## src/uart_frame_macros.svh

```systemverilog
// ---------------------------------------------------------------------------
// Fixed parameters of the UART string link. Include this header wherever
// the bit time, frame limits, FIFO depth or delimiter byte are needed.
// ---------------------------------------------------------------------------

`ifndef UART_FRAME_MACROS_SVH
`define UART_FRAME_MACROS_SVH

// Clocks per serial bit.
// Kept small so simulation stays short.
`define UF_CLKS_PER_BIT 16

// Maximum characters carried in one frame.
`define UF_MAX_CHARS 16

// Entries in the transmit byte FIFO.
`define UF_FIFO_DEPTH 8

// Frame delimiter byte, "&".
`define UF_DELIM 8'h26

`endif
```

## src/frame_pkg.sv

```systemverilog
// ---------------------------------------------------------------------------
// Frame-level types for the string link: string, length, published receive
// result, FIFO index and the producer and parser state encodings.
// ---------------------------------------------------------------------------

`default_nettype none

`include "uart_frame_macros.svh"

package frame_pkg;

	// Character k sits in bits 8k+7 down to 8k.
	typedef logic [`UF_MAX_CHARS*8-1:0] frame_str_t;

	// Character count, 0 to 16 in use.
	typedef logic [7:0] frame_len_t;

	// Published receive result.
	typedef struct packed {
		frame_str_t str;
		frame_len_t len;
	} frame_result_t;

	// Read and write pointer of the transmit FIFO.
	typedef logic [$clog2(`UF_FIFO_DEPTH)-1:0] fifo_idx_t;

	// Producer FSM.
	typedef enum logic [2:0] {
		TX_IDLE,
		TX_OPEN,
		TX_BODY,
		TX_CLOSE,
		TX_WAIT
	} tx_state_e;

	// Parser FSM.
	typedef enum logic [1:0] {
		RX_IDLE,
		RX_OPEN1,
		RX_BODY,
		RX_CLOSE1
	} rx_state_e;

endpackage

`default_nettype wire

```

## src/uart_pkg.sv

```systemverilog
// ---------------------------------------------------------------------------
// Line-level types shared by the serializer, the deserializer and the
// transmit FIFO. Import where serial bytes or bit timing are handled.
// ---------------------------------------------------------------------------

`default_nettype none

`include "uart_frame_macros.svh"

package uart_pkg;

	// One byte as it travels on the serial line.
	typedef logic [7:0] uart_byte_t;

	// Clock count within one bit time.
	typedef logic [$clog2(`UF_CLKS_PER_BIT)-1:0] baud_cnt_t;

	// Received byte with its one-cycle valid strobe.
	typedef struct packed {
		logic       vld;
		uart_byte_t data;
	} rx_beat_t;

endpackage

`default_nettype wire

```

## src/uart_frame_top.sv

```systemverilog
// ---------------------------------------------------------------------------
// Top level of the UART string link. The transmit path is producer, FIFO and
// serializer; the receive path is deserializer and frame parser.
// ---------------------------------------------------------------------------

`timescale 1ns/100ps
`default_nettype none

module uart_frame_top import uart_pkg::*, frame_pkg::*; (
	input  wire             sys_clk,
	input  wire             sys_rst_n,
	input  wire frame_str_t tx_string,
	input  wire frame_len_t tx_length,
	input  wire             tx_req,
	input  wire             uart_rx_port,
	output logic            tx_busy,
	output logic            tx_done,
	output frame_str_t      rx_string,
	output frame_len_t      rx_length,
	output logic            rx_busy,
	output logic            rx_done,
	output logic            uart_tx_port
);

	logic          push;
	uart_byte_t    push_data;
	logic          pop;
	uart_byte_t    pop_data;
	logic          full;
	logic          empty;
	logic          byte_sent;
	rx_beat_t      rx_beat;
	frame_result_t frame;

	assign rx_string = frame.str;
	assign rx_length = frame.len;

	frame_tx_ctrl i_frame_tx_ctrl (
		.sys_clk, .sys_rst_n, .tx_string, .tx_length, .tx_req,
		.full, .byte_sent, .push, .push_data, .tx_busy, .tx_done
	);

	byte_fifo i_byte_fifo (
		.sys_clk, .sys_rst_n, .push, .push_data, .pop, .pop_data, .full, .empty
	);

	uart_tx i_uart_tx (
		.sys_clk, .sys_rst_n, .empty, .pop_data, .pop, .byte_sent, .uart_tx_port
	);

	uart_rx i_uart_rx (
		.sys_clk, .sys_rst_n, .uart_rx_port, .rx_beat
	);

	frame_rx_ctrl i_frame_rx_ctrl (
		.sys_clk, .sys_rst_n, .rx_beat, .frame, .busy(rx_busy), .done(rx_done)
	);

endmodule

`default_nettype wire

```

## src/frame_rx_ctrl.sv

```systemverilog
// ---------------------------------------------------------------------------
// Frame parser. Looks for "&&", up to 16 characters and "&&" in the byte
// beats, then publishes string and length with a one-cycle done.
// ---------------------------------------------------------------------------

`timescale 1ns/100ps
`default_nettype none

`include "uart_frame_macros.svh"

module frame_rx_ctrl import uart_pkg::*, frame_pkg::*; (
	input  wire           sys_clk,
	input  wire           sys_rst_n,
	input  wire rx_beat_t rx_beat,
	output frame_result_t frame,
	output logic          busy,
	output logic          done
);

	localparam frame_len_t MAX_LEN = frame_len_t'(`UF_MAX_CHARS);

	rx_state_e  state;
	frame_str_t work_str;
	frame_len_t work_len;
	// Set when a frame runs past 16 characters.
	logic       overflow;
	logic       is_delim;

	assign is_delim = (rx_beat.data == `UF_DELIM);
	assign busy     = (state != RX_IDLE);

	always_ff @(posedge sys_clk or negedge sys_rst_n) begin
		if (!sys_rst_n) begin
			state    <= RX_IDLE;
			work_str <= '0;
			work_len <= '0;
			overflow <= 1'b0;
			frame    <= '0;
			done     <= 1'b0;
		end else begin
			done <= 1'b0;
			if (rx_beat.vld) begin
				case (state)
					RX_IDLE:
						if (is_delim)
							state <= RX_OPEN1;
					RX_OPEN1:
						if (is_delim) begin
							work_str <= '0;
							work_len <= '0;
							overflow <= 1'b0;
							state    <= RX_BODY;
						end else begin
							state <= RX_IDLE;
						end
					RX_BODY:
						if (is_delim) begin
							state <= RX_CLOSE1;
						end else if (work_len == MAX_LEN) begin
							// Too long, swallow the rest up to the closing pair.
							overflow <= 1'b1;
						end else begin
							work_str[8*work_len +: 8] <= rx_beat.data;
							work_len                  <= work_len + 8'd1;
						end
					RX_CLOSE1: begin
						// Overlong frames end here without being published.
						if (is_delim && !overflow) begin
							frame <= '{str: work_str, len: work_len};
							done  <= 1'b1;
						end
						state <= RX_IDLE;
					end
					default:
						state <= RX_IDLE;
				endcase
			end
		end
	end

endmodule

`default_nettype wire

```

## src/uart_rx.sv

```systemverilog
// ---------------------------------------------------------------------------
// Deserializer. Synchronizes the line, finds the start edge, samples each
// bit at its centre and emits a beat at mid stop bit if the stop is high.
// ---------------------------------------------------------------------------

`timescale 1ns/100ps
`default_nettype none

`include "uart_frame_macros.svh"

module uart_rx import uart_pkg::*; (
	input  wire       sys_clk,
	input  wire       sys_rst_n,
	input  wire       uart_rx_port,
	output rx_beat_t  rx_beat
);

	localparam baud_cnt_t  BAUD_LAST = baud_cnt_t'(`UF_CLKS_PER_BIT - 1);
	localparam baud_cnt_t  BAUD_MID  = baud_cnt_t'(`UF_CLKS_PER_BIT / 2 - 1);
	localparam logic [3:0] STOP_BIT  = 4'd9;

	logic       rx_meta;
	logic       rx_sync;
	logic       rx_prev;
	logic       active;
	logic [3:0] bit_idx;
	baud_cnt_t  baud_cnt;
	uart_byte_t shreg;
	logic       vld_q;
	uart_byte_t data_q;

	assign rx_beat = '{vld: vld_q, data: data_q};

	// Line idles high.
	always_ff @(posedge sys_clk or negedge sys_rst_n) begin
		if (!sys_rst_n) begin
			rx_meta <= 1'b1;
			rx_sync <= 1'b1;
			rx_prev <= 1'b1;
		end else begin
			rx_meta <= uart_rx_port;
			rx_sync <= rx_meta;
			rx_prev <= rx_sync;
		end
	end

	always_ff @(posedge sys_clk or negedge sys_rst_n) begin
		if (!sys_rst_n) begin
			active   <= 1'b0;
			bit_idx  <= '0;
			baud_cnt <= '0;
			vld_q    <= 1'b0;
		end else begin
			vld_q <= 1'b0;
			if (!active) begin
				if (rx_prev && !rx_sync) begin
					active   <= 1'b1;
					bit_idx  <= '0;
					baud_cnt <= '0;
				end
			end else begin
				baud_cnt <= (baud_cnt == BAUD_LAST) ? '0 : baud_cnt + 1'b1;
				if (baud_cnt == BAUD_LAST)
					bit_idx <= bit_idx + 4'd1;
				if (baud_cnt == BAUD_MID) begin
					// A start bit gone high again was a glitch.
					if (bit_idx == '0 && rx_sync)
						active <= 1'b0;
					if (bit_idx == STOP_BIT) begin
						active <= 1'b0;
						vld_q  <= rx_sync;
					end
				end
			end
		end
	end

	always_ff @(posedge sys_clk) begin
		if (active && baud_cnt == BAUD_MID && bit_idx != '0 && bit_idx != STOP_BIT)
			shreg <= {rx_sync, shreg[7:1]};
		if (active && baud_cnt == BAUD_MID && bit_idx == STOP_BIT)
			data_q <= shreg;
	end

endmodule

`default_nettype wire

```

## src/frame_tx_ctrl.sv

```systemverilog
// ---------------------------------------------------------------------------
// Frame producer. Turns an accepted request into "&&", the characters and
// "&&" in the FIFO, then waits for every byte to leave the line.
// ---------------------------------------------------------------------------

`timescale 1ns/100ps
`default_nettype none

`include "uart_frame_macros.svh"

module frame_tx_ctrl import uart_pkg::*, frame_pkg::*; (
	input  wire             sys_clk,
	input  wire             sys_rst_n,
	input  wire frame_str_t tx_string,
	input  wire frame_len_t tx_length,
	input  wire             tx_req,
	input  wire             full,
	input  wire             byte_sent,
	output logic            push,
	output uart_byte_t      push_data,
	output logic            tx_busy,
	output logic            tx_done
);

	localparam frame_len_t MAX_LEN = frame_len_t'(`UF_MAX_CHARS);

	tx_state_e  state;
	frame_str_t str_q;
	frame_len_t len_q;
	frame_len_t char_idx;
	frame_len_t sent_cnt;
	logic       dcnt;

	assign tx_busy   = (state != TX_IDLE);
	assign push      = (state == TX_OPEN || state == TX_BODY || state == TX_CLOSE) && !full;
	assign push_data = (state == TX_BODY) ? str_q[8*char_idx +: 8] : `UF_DELIM;

	always_ff @(posedge sys_clk or negedge sys_rst_n) begin
		if (!sys_rst_n) begin
			state    <= TX_IDLE;
			len_q    <= '0;
			char_idx <= '0;
			sent_cnt <= '0;
			dcnt     <= 1'b0;
			tx_done  <= 1'b0;
		end else begin
			tx_done <= 1'b0;
			// Every byte of the frame comes back as one byte_sent.
			if (tx_busy && byte_sent)
				sent_cnt <= sent_cnt + 8'd1;
			case (state)
				TX_IDLE: if (tx_req) begin
					len_q    <= (tx_length > MAX_LEN) ? MAX_LEN : tx_length;
					char_idx <= '0;
					sent_cnt <= '0;
					dcnt     <= 1'b0;
					state    <= TX_OPEN;
				end
				TX_OPEN: if (push) begin
					dcnt <= !dcnt;
					if (dcnt)
						state <= (len_q == '0) ? TX_CLOSE : TX_BODY;
				end
				TX_BODY: if (push) begin
					char_idx <= char_idx + 8'd1;
					if (char_idx == len_q - 8'd1)
						state <= TX_CLOSE;
				end
				TX_CLOSE: if (push) begin
					dcnt <= !dcnt;
					if (dcnt)
						state <= TX_WAIT;
				end
				TX_WAIT: if (byte_sent && sent_cnt == len_q + 8'd3) begin
					tx_done <= 1'b1;
					state   <= TX_IDLE;
				end
				default: state <= TX_IDLE;
			endcase
		end
	end

	always_ff @(posedge sys_clk) begin
		if (state == TX_IDLE && tx_req)
			str_q <= tx_string;
	end

endmodule

`default_nettype wire

```

## src/byte_fifo.sv

```systemverilog
// ---------------------------------------------------------------------------
// Synchronous byte FIFO between the frame producer and the serializer.
// Push and pop may share a cycle; pop_data shows the oldest entry.
// ---------------------------------------------------------------------------

`timescale 1ns/100ps
`default_nettype none

`include "uart_frame_macros.svh"

module byte_fifo import uart_pkg::*, frame_pkg::*; (
	input  wire             sys_clk,
	input  wire             sys_rst_n,
	input  wire             push,
	input  wire uart_byte_t push_data,
	input  wire             pop,
	output uart_byte_t      pop_data,
	output logic            full,
	output logic            empty
);

	localparam int             DEPTH   = `UF_FIFO_DEPTH;
	localparam fifo_idx_t      PTR_MAX = fifo_idx_t'(DEPTH - 1);
	localparam int             CNT_W   = $clog2(DEPTH + 1);

	uart_byte_t       mem [DEPTH];
	fifo_idx_t        wr_ptr;
	fifo_idx_t        rd_ptr;
	logic [CNT_W-1:0] count;
	logic             do_push;
	logic             do_pop;

	assign do_push  = push && !full;
	assign do_pop   = pop && !empty;
	assign full     = (count == CNT_W'(DEPTH));
	assign empty    = (count == '0);
	assign pop_data = mem[rd_ptr];

	always_ff @(posedge sys_clk or negedge sys_rst_n) begin
		if (!sys_rst_n) begin
			wr_ptr <= '0;
			rd_ptr <= '0;
			count  <= '0;
		end else begin
			if (do_push)
				wr_ptr <= (wr_ptr == PTR_MAX) ? '0 : wr_ptr + 1'b1;
			if (do_pop)
				rd_ptr <= (rd_ptr == PTR_MAX) ? '0 : rd_ptr + 1'b1;
			// Occupancy holds when both happen together.
			if (do_push && !do_pop)
				count <= count + 1'b1;
			else if (do_pop && !do_push)
				count <= count - 1'b1;
		end
	end

	always_ff @(posedge sys_clk) begin
		if (do_push)
			mem[wr_ptr] <= push_data;
	end

endmodule

`default_nettype wire

```

## src/uart_tx.sv

```systemverilog
// ---------------------------------------------------------------------------
// Serializer on the consumer side of the transmit FIFO. Pops one byte when
// idle and sends start, 8 data bits LSB first and stop on uart_tx_port.
// ---------------------------------------------------------------------------

`timescale 1ns/100ps
`default_nettype none

`include "uart_frame_macros.svh"

module uart_tx import uart_pkg::*; (
	input  wire             sys_clk,
	input  wire             sys_rst_n,
	input  wire             empty,
	input  wire uart_byte_t pop_data,
	output logic            pop,
	output logic            byte_sent,
	output logic            uart_tx_port
);

	localparam baud_cnt_t  BAUD_LAST = baud_cnt_t'(`UF_CLKS_PER_BIT - 1);
	localparam logic [3:0] STOP_BIT  = 4'd9;

	logic       busy;
	logic [3:0] bit_idx;
	baud_cnt_t  baud_cnt;
	// Data bits followed by the stop bit.
	logic [8:0] shreg;

	assign pop = !busy && !empty;

	always_ff @(posedge sys_clk or negedge sys_rst_n) begin
		if (!sys_rst_n) begin
			busy         <= 1'b0;
			bit_idx      <= '0;
			baud_cnt     <= '0;
			byte_sent    <= 1'b0;
			uart_tx_port <= 1'b1;
		end else begin
			byte_sent <= 1'b0;
			if (pop) begin
				// Start bit goes out from the next cycle.
				busy         <= 1'b1;
				bit_idx      <= '0;
				baud_cnt     <= '0;
				uart_tx_port <= 1'b0;
			end else if (busy) begin
				if (baud_cnt == BAUD_LAST) begin
					baud_cnt <= '0;
					if (bit_idx == STOP_BIT) begin
						busy      <= 1'b0;
						byte_sent <= 1'b1;
					end else begin
						bit_idx      <= bit_idx + 4'd1;
						uart_tx_port <= shreg[0];
					end
				end else begin
					baud_cnt <= baud_cnt + 1'b1;
				end
			end
		end
	end

	always_ff @(posedge sys_clk) begin
		if (pop)
			shreg <= {1'b1, pop_data};
		else if (busy && baud_cnt == BAUD_LAST)
			shreg <= {1'b1, shreg[8:1]};
	end

endmodule

`default_nettype wire

```

## config.mk

```make
export PLATFORM = sky130hd
export DESIGN_NAME = uart_frame_top
export DESIGN_NICKNAME = d
export VERILOG_FILES = /design/src/frame_pkg.sv /design/src/uart_pkg.sv /design/src/uart_frame_top.sv /design/src/frame_rx_ctrl.sv /design/src/uart_rx.sv /design/src/frame_tx_ctrl.sv /design/src/byte_fifo.sv /design/src/uart_tx.sv
export VERILOG_INCLUDE_DIRS = /design/src
export SDC_FILE = /design/constraint.sdc
export NUM_CORES = 1
export LEC_CHECK = 0
export BUFFER_PORTS_ARGS = -buffer_cell sky130_fd_sc_hd__buf_2
export CAP_MARGIN = 30
export CORE_ASPECT_RATIO = 1.4
export CORE_UTILIZATION = 31
export CTS_CLUSTER_SIZE = 20
export DETAILED_ROUTE_END_ITERATION = 6
export GPL_TIMING_DRIVEN = 0
export PLACE_DENSITY = 0.52
export SYNTH_ARGS = -nofsm -noshare
export SYNTH_HDL_FRONTEND = slang
export SYNTH_SLANG_ARGS = --single-unit
```

## constraint.sdc

```tcl
create_clock -name sys_clk -period 8.6 [get_ports sys_clk]
set_clock_uncertainty 0.15 [all_clocks]
set_input_delay 2.15 -clock sys_clk [delete_from_list [all_inputs] [get_ports sys_clk]]
set_output_delay 2.15 -clock sys_clk [all_outputs]
set_load 0.005 [all_outputs]
```

==> out/qor_table.md <==
| Metric | Value |
|---|---|
| Area grow syn2layout | 20.2% |
| Total length of routed met3 wires | 3.01 mm |
| Post-synthesis sequential element count | 555 |
| Final estimated routing congestion in global placement | 0.838 |
| Data required time at the worst endpoint | 6.30 ns |
| Area of the placeable core | 0.0753 sq mm |
| Source-to-sink clock delay at the later pin of the worst-skew pair | 0.62 ns |
| Number of hold violations in the final report | 0 |
| Period Utilization, post-route | 0.457 |
| DR WL/cell | 19.1 um |
| Residual antenna-violating net count after detailed routing | 0 |
| Maximum fanout along the worst path | 7 |
| Total of warnings raised by yosys | 0 |
| DRC marker count from the first detailed-route iteration | 797 |
| Combinational family with the most area after synthesis | multiplexers |
| Async S/R FF share, synth | 0.611 |
| Via count | 14.7k |
| Post-DR vias/cell | 4.85 |
| Average cell area after synthesis | 14.2 sq um |
| Hold Path Class | register to register |
| Initial antenna violation count | 3 |
| Mux cell area share after synthesis | 0.134 |
| Min Clock Period, post-route | 3.93 ns |
| Clock tree from TritonCTS | built |
| Cell count of the worst reg-to-reg path | 10 |
| Number of rows in the core area | 119 |
| Count of final setup violators | 0 |
| Net count of the mapped netlist | 1821 |
| Post-synthesis compound-gate area fraction | 0.0599 |
| Top Layer Used | met5 |
| Part of the total power dissipated in combinational logic | 0.164 |
| Number of gates resized after cts | 0 |
| Total power divided by cell area | 243 mW/mm^2 |
| Fmax | 255 MHz |
| Slack of the worst reg-to-reg path | 4.95 ns |
| RSZ-0062 raised after global routing | no |
| Routed wire length on met2 | 30.5 mm |
| Cell-by-cell listing of the critical path | or3_1 -> buf_2 |
| Congestion Overflow GR | 0 |
| Layout Nets | 2172 |
| Largest net degree at the start of global routing | 118 |
| Syn Std Cell Area | 0.0236 sq mm |
| Top post-synthesis cells by count | 335 x sky130_fd_sc_hd__dfrtp_1, 216 x sky130_fd_sc_hd__edfxtp_1, 155 x sky130_fd_sc_hd__nand2_1 |
| Vias in the first global route | 15.3k |
| Starting density of the core | 0.314 |
| Nature of the critical path endpoint | output pin |
| Terminus of the critical flop-to-flop path | i_frame_rx_ctrl.work_str[2] |
| Die Wd | 235 um |
| Depth of the CTS H-tree | 2 |
| Net switching fraction of the power | 0.263 |
| Switching Power | 1.81 mW |
| Summed negative setup slack over all endpoints | 0 ns |
| Final Slew Violations | 0 |
| Simple-gate share of the synthesized area | 0.116 |
| Number of buffers created by CTS | 57 |
| Die height | 329 um |
| Number of enable-type register cells in the synthesized netlist | 216 |
| Design internal power | 5.10 mW |
| Worst slew pin tran | 1.00 ns |
| Maximum vdd ir drop | 0.235 mV |
| Relative slew margins | 0.330 |
| Crit-path slowest cell | sky130_fd_sc_hd__dfrtp_1 |
| Wire length reported by the detailed router | 57.8 mm |
| Area of all placed cells without fillers | 0.0284 sq mm |
| CP startpoint kind | register |
| Portion of the post-synthesis area used by sequential elements | 0.633 |
| Post-CTS Hold Fix Bufs | 0 |
| Status | finished, final reports clean |
| Leading post-synthesis cells by cell area | sky130_fd_sc_hd__dfrtp_1 35%, sky130_fd_sc_hd__edfxtp_1 27%, sky130_fd_sc_hd__mux2_4 6.0%, sky130_fd_sc_hd__mux4_2 5.3%, sky130_fd_sc_hd__nand3_1 2.8% |
| Leakage power summed over all cells | 12.3 nW |
| Post-synthesis cell type with the largest combined area | sky130_fd_sc_hd__dfrtp_1 |
| Post-Synth Adder-Cell Area | 0.0114 |
| Wire length of the first global-routing pass | 90.8 mm |
| Count of maximum capacitance violations | 0 |
| Overall fraction of global-route tracks in use | 0.150 |
| Area of placed instances | 0.0265 sq mm |
| Area enclosed by the die boundary | 0.0774 sq mm |
| Ports placed on the boundary | 281 |
| Count of port buffers added during placement | 280 |
| Clock root buffer | sky130_fd_sc_hd__clkbuf_16 |
| Sequential cell fraction of total power | 0.468 |
| Synth Area in XOR/XNOR | 0.0189 |
| Remaining design rule violation count | 0 |
| Maximum buffer depth of the clock tree | 3 |
| Clock Sinks | 555 |
| Fraction of layout instances using a drive strength above 1 | 0.333 |
| Slowest stage delay, CP | 0.44 ns |
| Area occupied by registers | 0.0150 sq mm |
| Post-Route M1 WL | 22.5 mm |
| Gate count of the mapped netlist | 1660 |
| Worst setup path endpoint | tx_busy |
| Dominant synthesized flop cell | sky130_fd_sc_hd__dfrtp_1 |
| Footprint of the multi-input gates | 0.00805 sq mm |
| Dpl ws | 4.53 ns |
| Clk pin slew, worst setup/hold paths | 0.07 ns |
| Buffer count from post-CTS setup fixing | 0 |
| Worst setup path start | i_frame_tx_ctrl.state[0] |
| Number of iterations in the first detailed-routing pass | 5 |
| Final standard cell utilization of the core | 0.377 |
| Portion of synthesized cell area occupied by the leading cell type | 0.355 |
| Worst Setup Slack, final | 4.67 ns |
| Kind of critical path | register to output pin |
| WP data arrival | 1.63 ns |
| Unique masters post-synth | 78 |
| WHS | 0.206 ns |
| Half-perimeter wire length after detailed placement | 41.6 mm |
| Proportion of power drawn by the clock network | 0.369 |
| Number of fill cells in the layout | 7262 |
| Reg-to-Reg Start | i_frame_rx_ctrl.work_len[0] |
| Cell with the most instances after synthesis | sky130_fd_sc_hd__dfrtp_1 |
==> metrics by stage <==
stage                     std cells  total power [mW]
after floorplan                1660              4.08
after global placement         2908              4.40
after detailed placement       2919              4.45
after global routing           3026              7.27
after CTS                      3025              7.03
final                          3027              6.91
==> how the worst min path moves through the flow <==
stage,slack [ns],start,endpoint,depth (start not counted)
after detailed placement,0.20,i_uart_rx.rx_meta,i_uart_rx.rx_sync,0
after CTS,0.21,i_uart_rx.rx_meta,i_uart_rx.rx_sync,0
after global placement,0.20,i_uart_rx.rx_meta,i_uart_rx.rx_sync,0
final,0.21,i_uart_rx.rx_meta,i_uart_rx.rx_sync,0
after floorplan,0.20,i_uart_rx.rx_meta,i_uart_rx.rx_sync,0
after global routing,0.21,i_uart_rx.rx_meta,i_uart_rx.rx_sync,0
==> power by group through the flow <==
stage                     Sequential [mW]  Combinational, mW  Clock, mW
after floorplan                      3.28              0.803          0
after global placement               3.31               1.09          0
final                                3.23               1.13       2.55
after CTS                            3.24               1.17       2.62
after detailed placement             3.29               1.16          0
after global routing                 3.26               1.27       2.74
==> layer usage <==
layer  track usage  up-vias
li1              -     6842
met1         0.175     7345
met2         0.271      395
met3        0.0321      105
met4        0.0524        6
met5             0        -
==> cell type report <==
cell class	count	area share
flip-flops and latches	555	0.527
repair buffers	292	0.0560
clock buffers	74	0.0557
plain buffers	90	0.0180
well taps	968	0.0426
clock inverters	32	0.0126
inverters	32	0.00423
multi-input cells	983	0.284
diodes	1	0.0000881
==> sequential cells by signal (all words and copies together) (netlist names), 64 cells and up, named ones only <==
signal / count
i_byte_fifo.mem: 64
i_frame_rx_ctrl.work_str: 128
i_frame_tx_ctrl.str_q: 128
i_frame_rx_ctrl.frame: 136
==> critical path: cells and delay by family, from the launching register on <==
| family | cells | cell delay [ns] |
|---|---|---|
| DFF | 1 | 0.44 |
| and+or+nand+nor | 1 | 0.42 |
| buffers and inverters | 1 | 0.15 |
==> layout by cell type, fill, tap and decap left out, types with 7 or more instances in the layout <==
master                      synthesis  routed
sky130_fd_sc_hd__a21oi_1           16      16
sky130_fd_sc_hd__a22o_1            10      10
sky130_fd_sc_hd__and3_1             8       8
sky130_fd_sc_hd__buf_2             25     308
sky130_fd_sc_hd__buf_6             16      16
sky130_fd_sc_hd__clkbuf_1          41      49
sky130_fd_sc_hd__clkbuf_16          0      58
sky130_fd_sc_hd__clkbuf_8           0       7
sky130_fd_sc_hd__clkinv_2           0      11
sky130_fd_sc_hd__dfrtp_1          335     335
sky130_fd_sc_hd__edfxtp_1         216     216
sky130_fd_sc_hd__ha_1              20      20
sky130_fd_sc_hd__inv_1             32      32
sky130_fd_sc_hd__mux2_2            31      31
sky130_fd_sc_hd__mux2_4            95      95
sky130_fd_sc_hd__mux2i_1           12      12
sky130_fd_sc_hd__mux4_2            56      56
sky130_fd_sc_hd__nand2_1          155     155
sky130_fd_sc_hd__nand3_1          131     131
sky130_fd_sc_hd__nand3_4           14      14
sky130_fd_sc_hd__nand4_1           17      17
sky130_fd_sc_hd__nand4_2           11      11
sky130_fd_sc_hd__nor2_1            51      51
sky130_fd_sc_hd__nor2b_1           14      14
sky130_fd_sc_hd__nor3_1            23      23
sky130_fd_sc_hd__o21ai_0           57      57
sky130_fd_sc_hd__o21ai_1          104     104
sky130_fd_sc_hd__o21ai_2           16      16
sky130_fd_sc_hd__or3_1              8       8
sky130_fd_sc_hd__xnor2_1           23      23
sky130_fd_sc_hd__xor2_1            23      23
==> logic make-up (layout without fill, tap and decap cells) <==
logic type / after synthesis / after routing
muxes: 194 / 194
other: 0 / 1
DFF: 555 / 555
AOI/OAI and AO/OA: 237 / 237
adders and majority gates: 21 / 21
and+or+nand+nor: 483 / 483
buffers and inverters: 122 / 520
xor gates and xnor gates: 48 / 48
(Power assumes the default switching activity.)
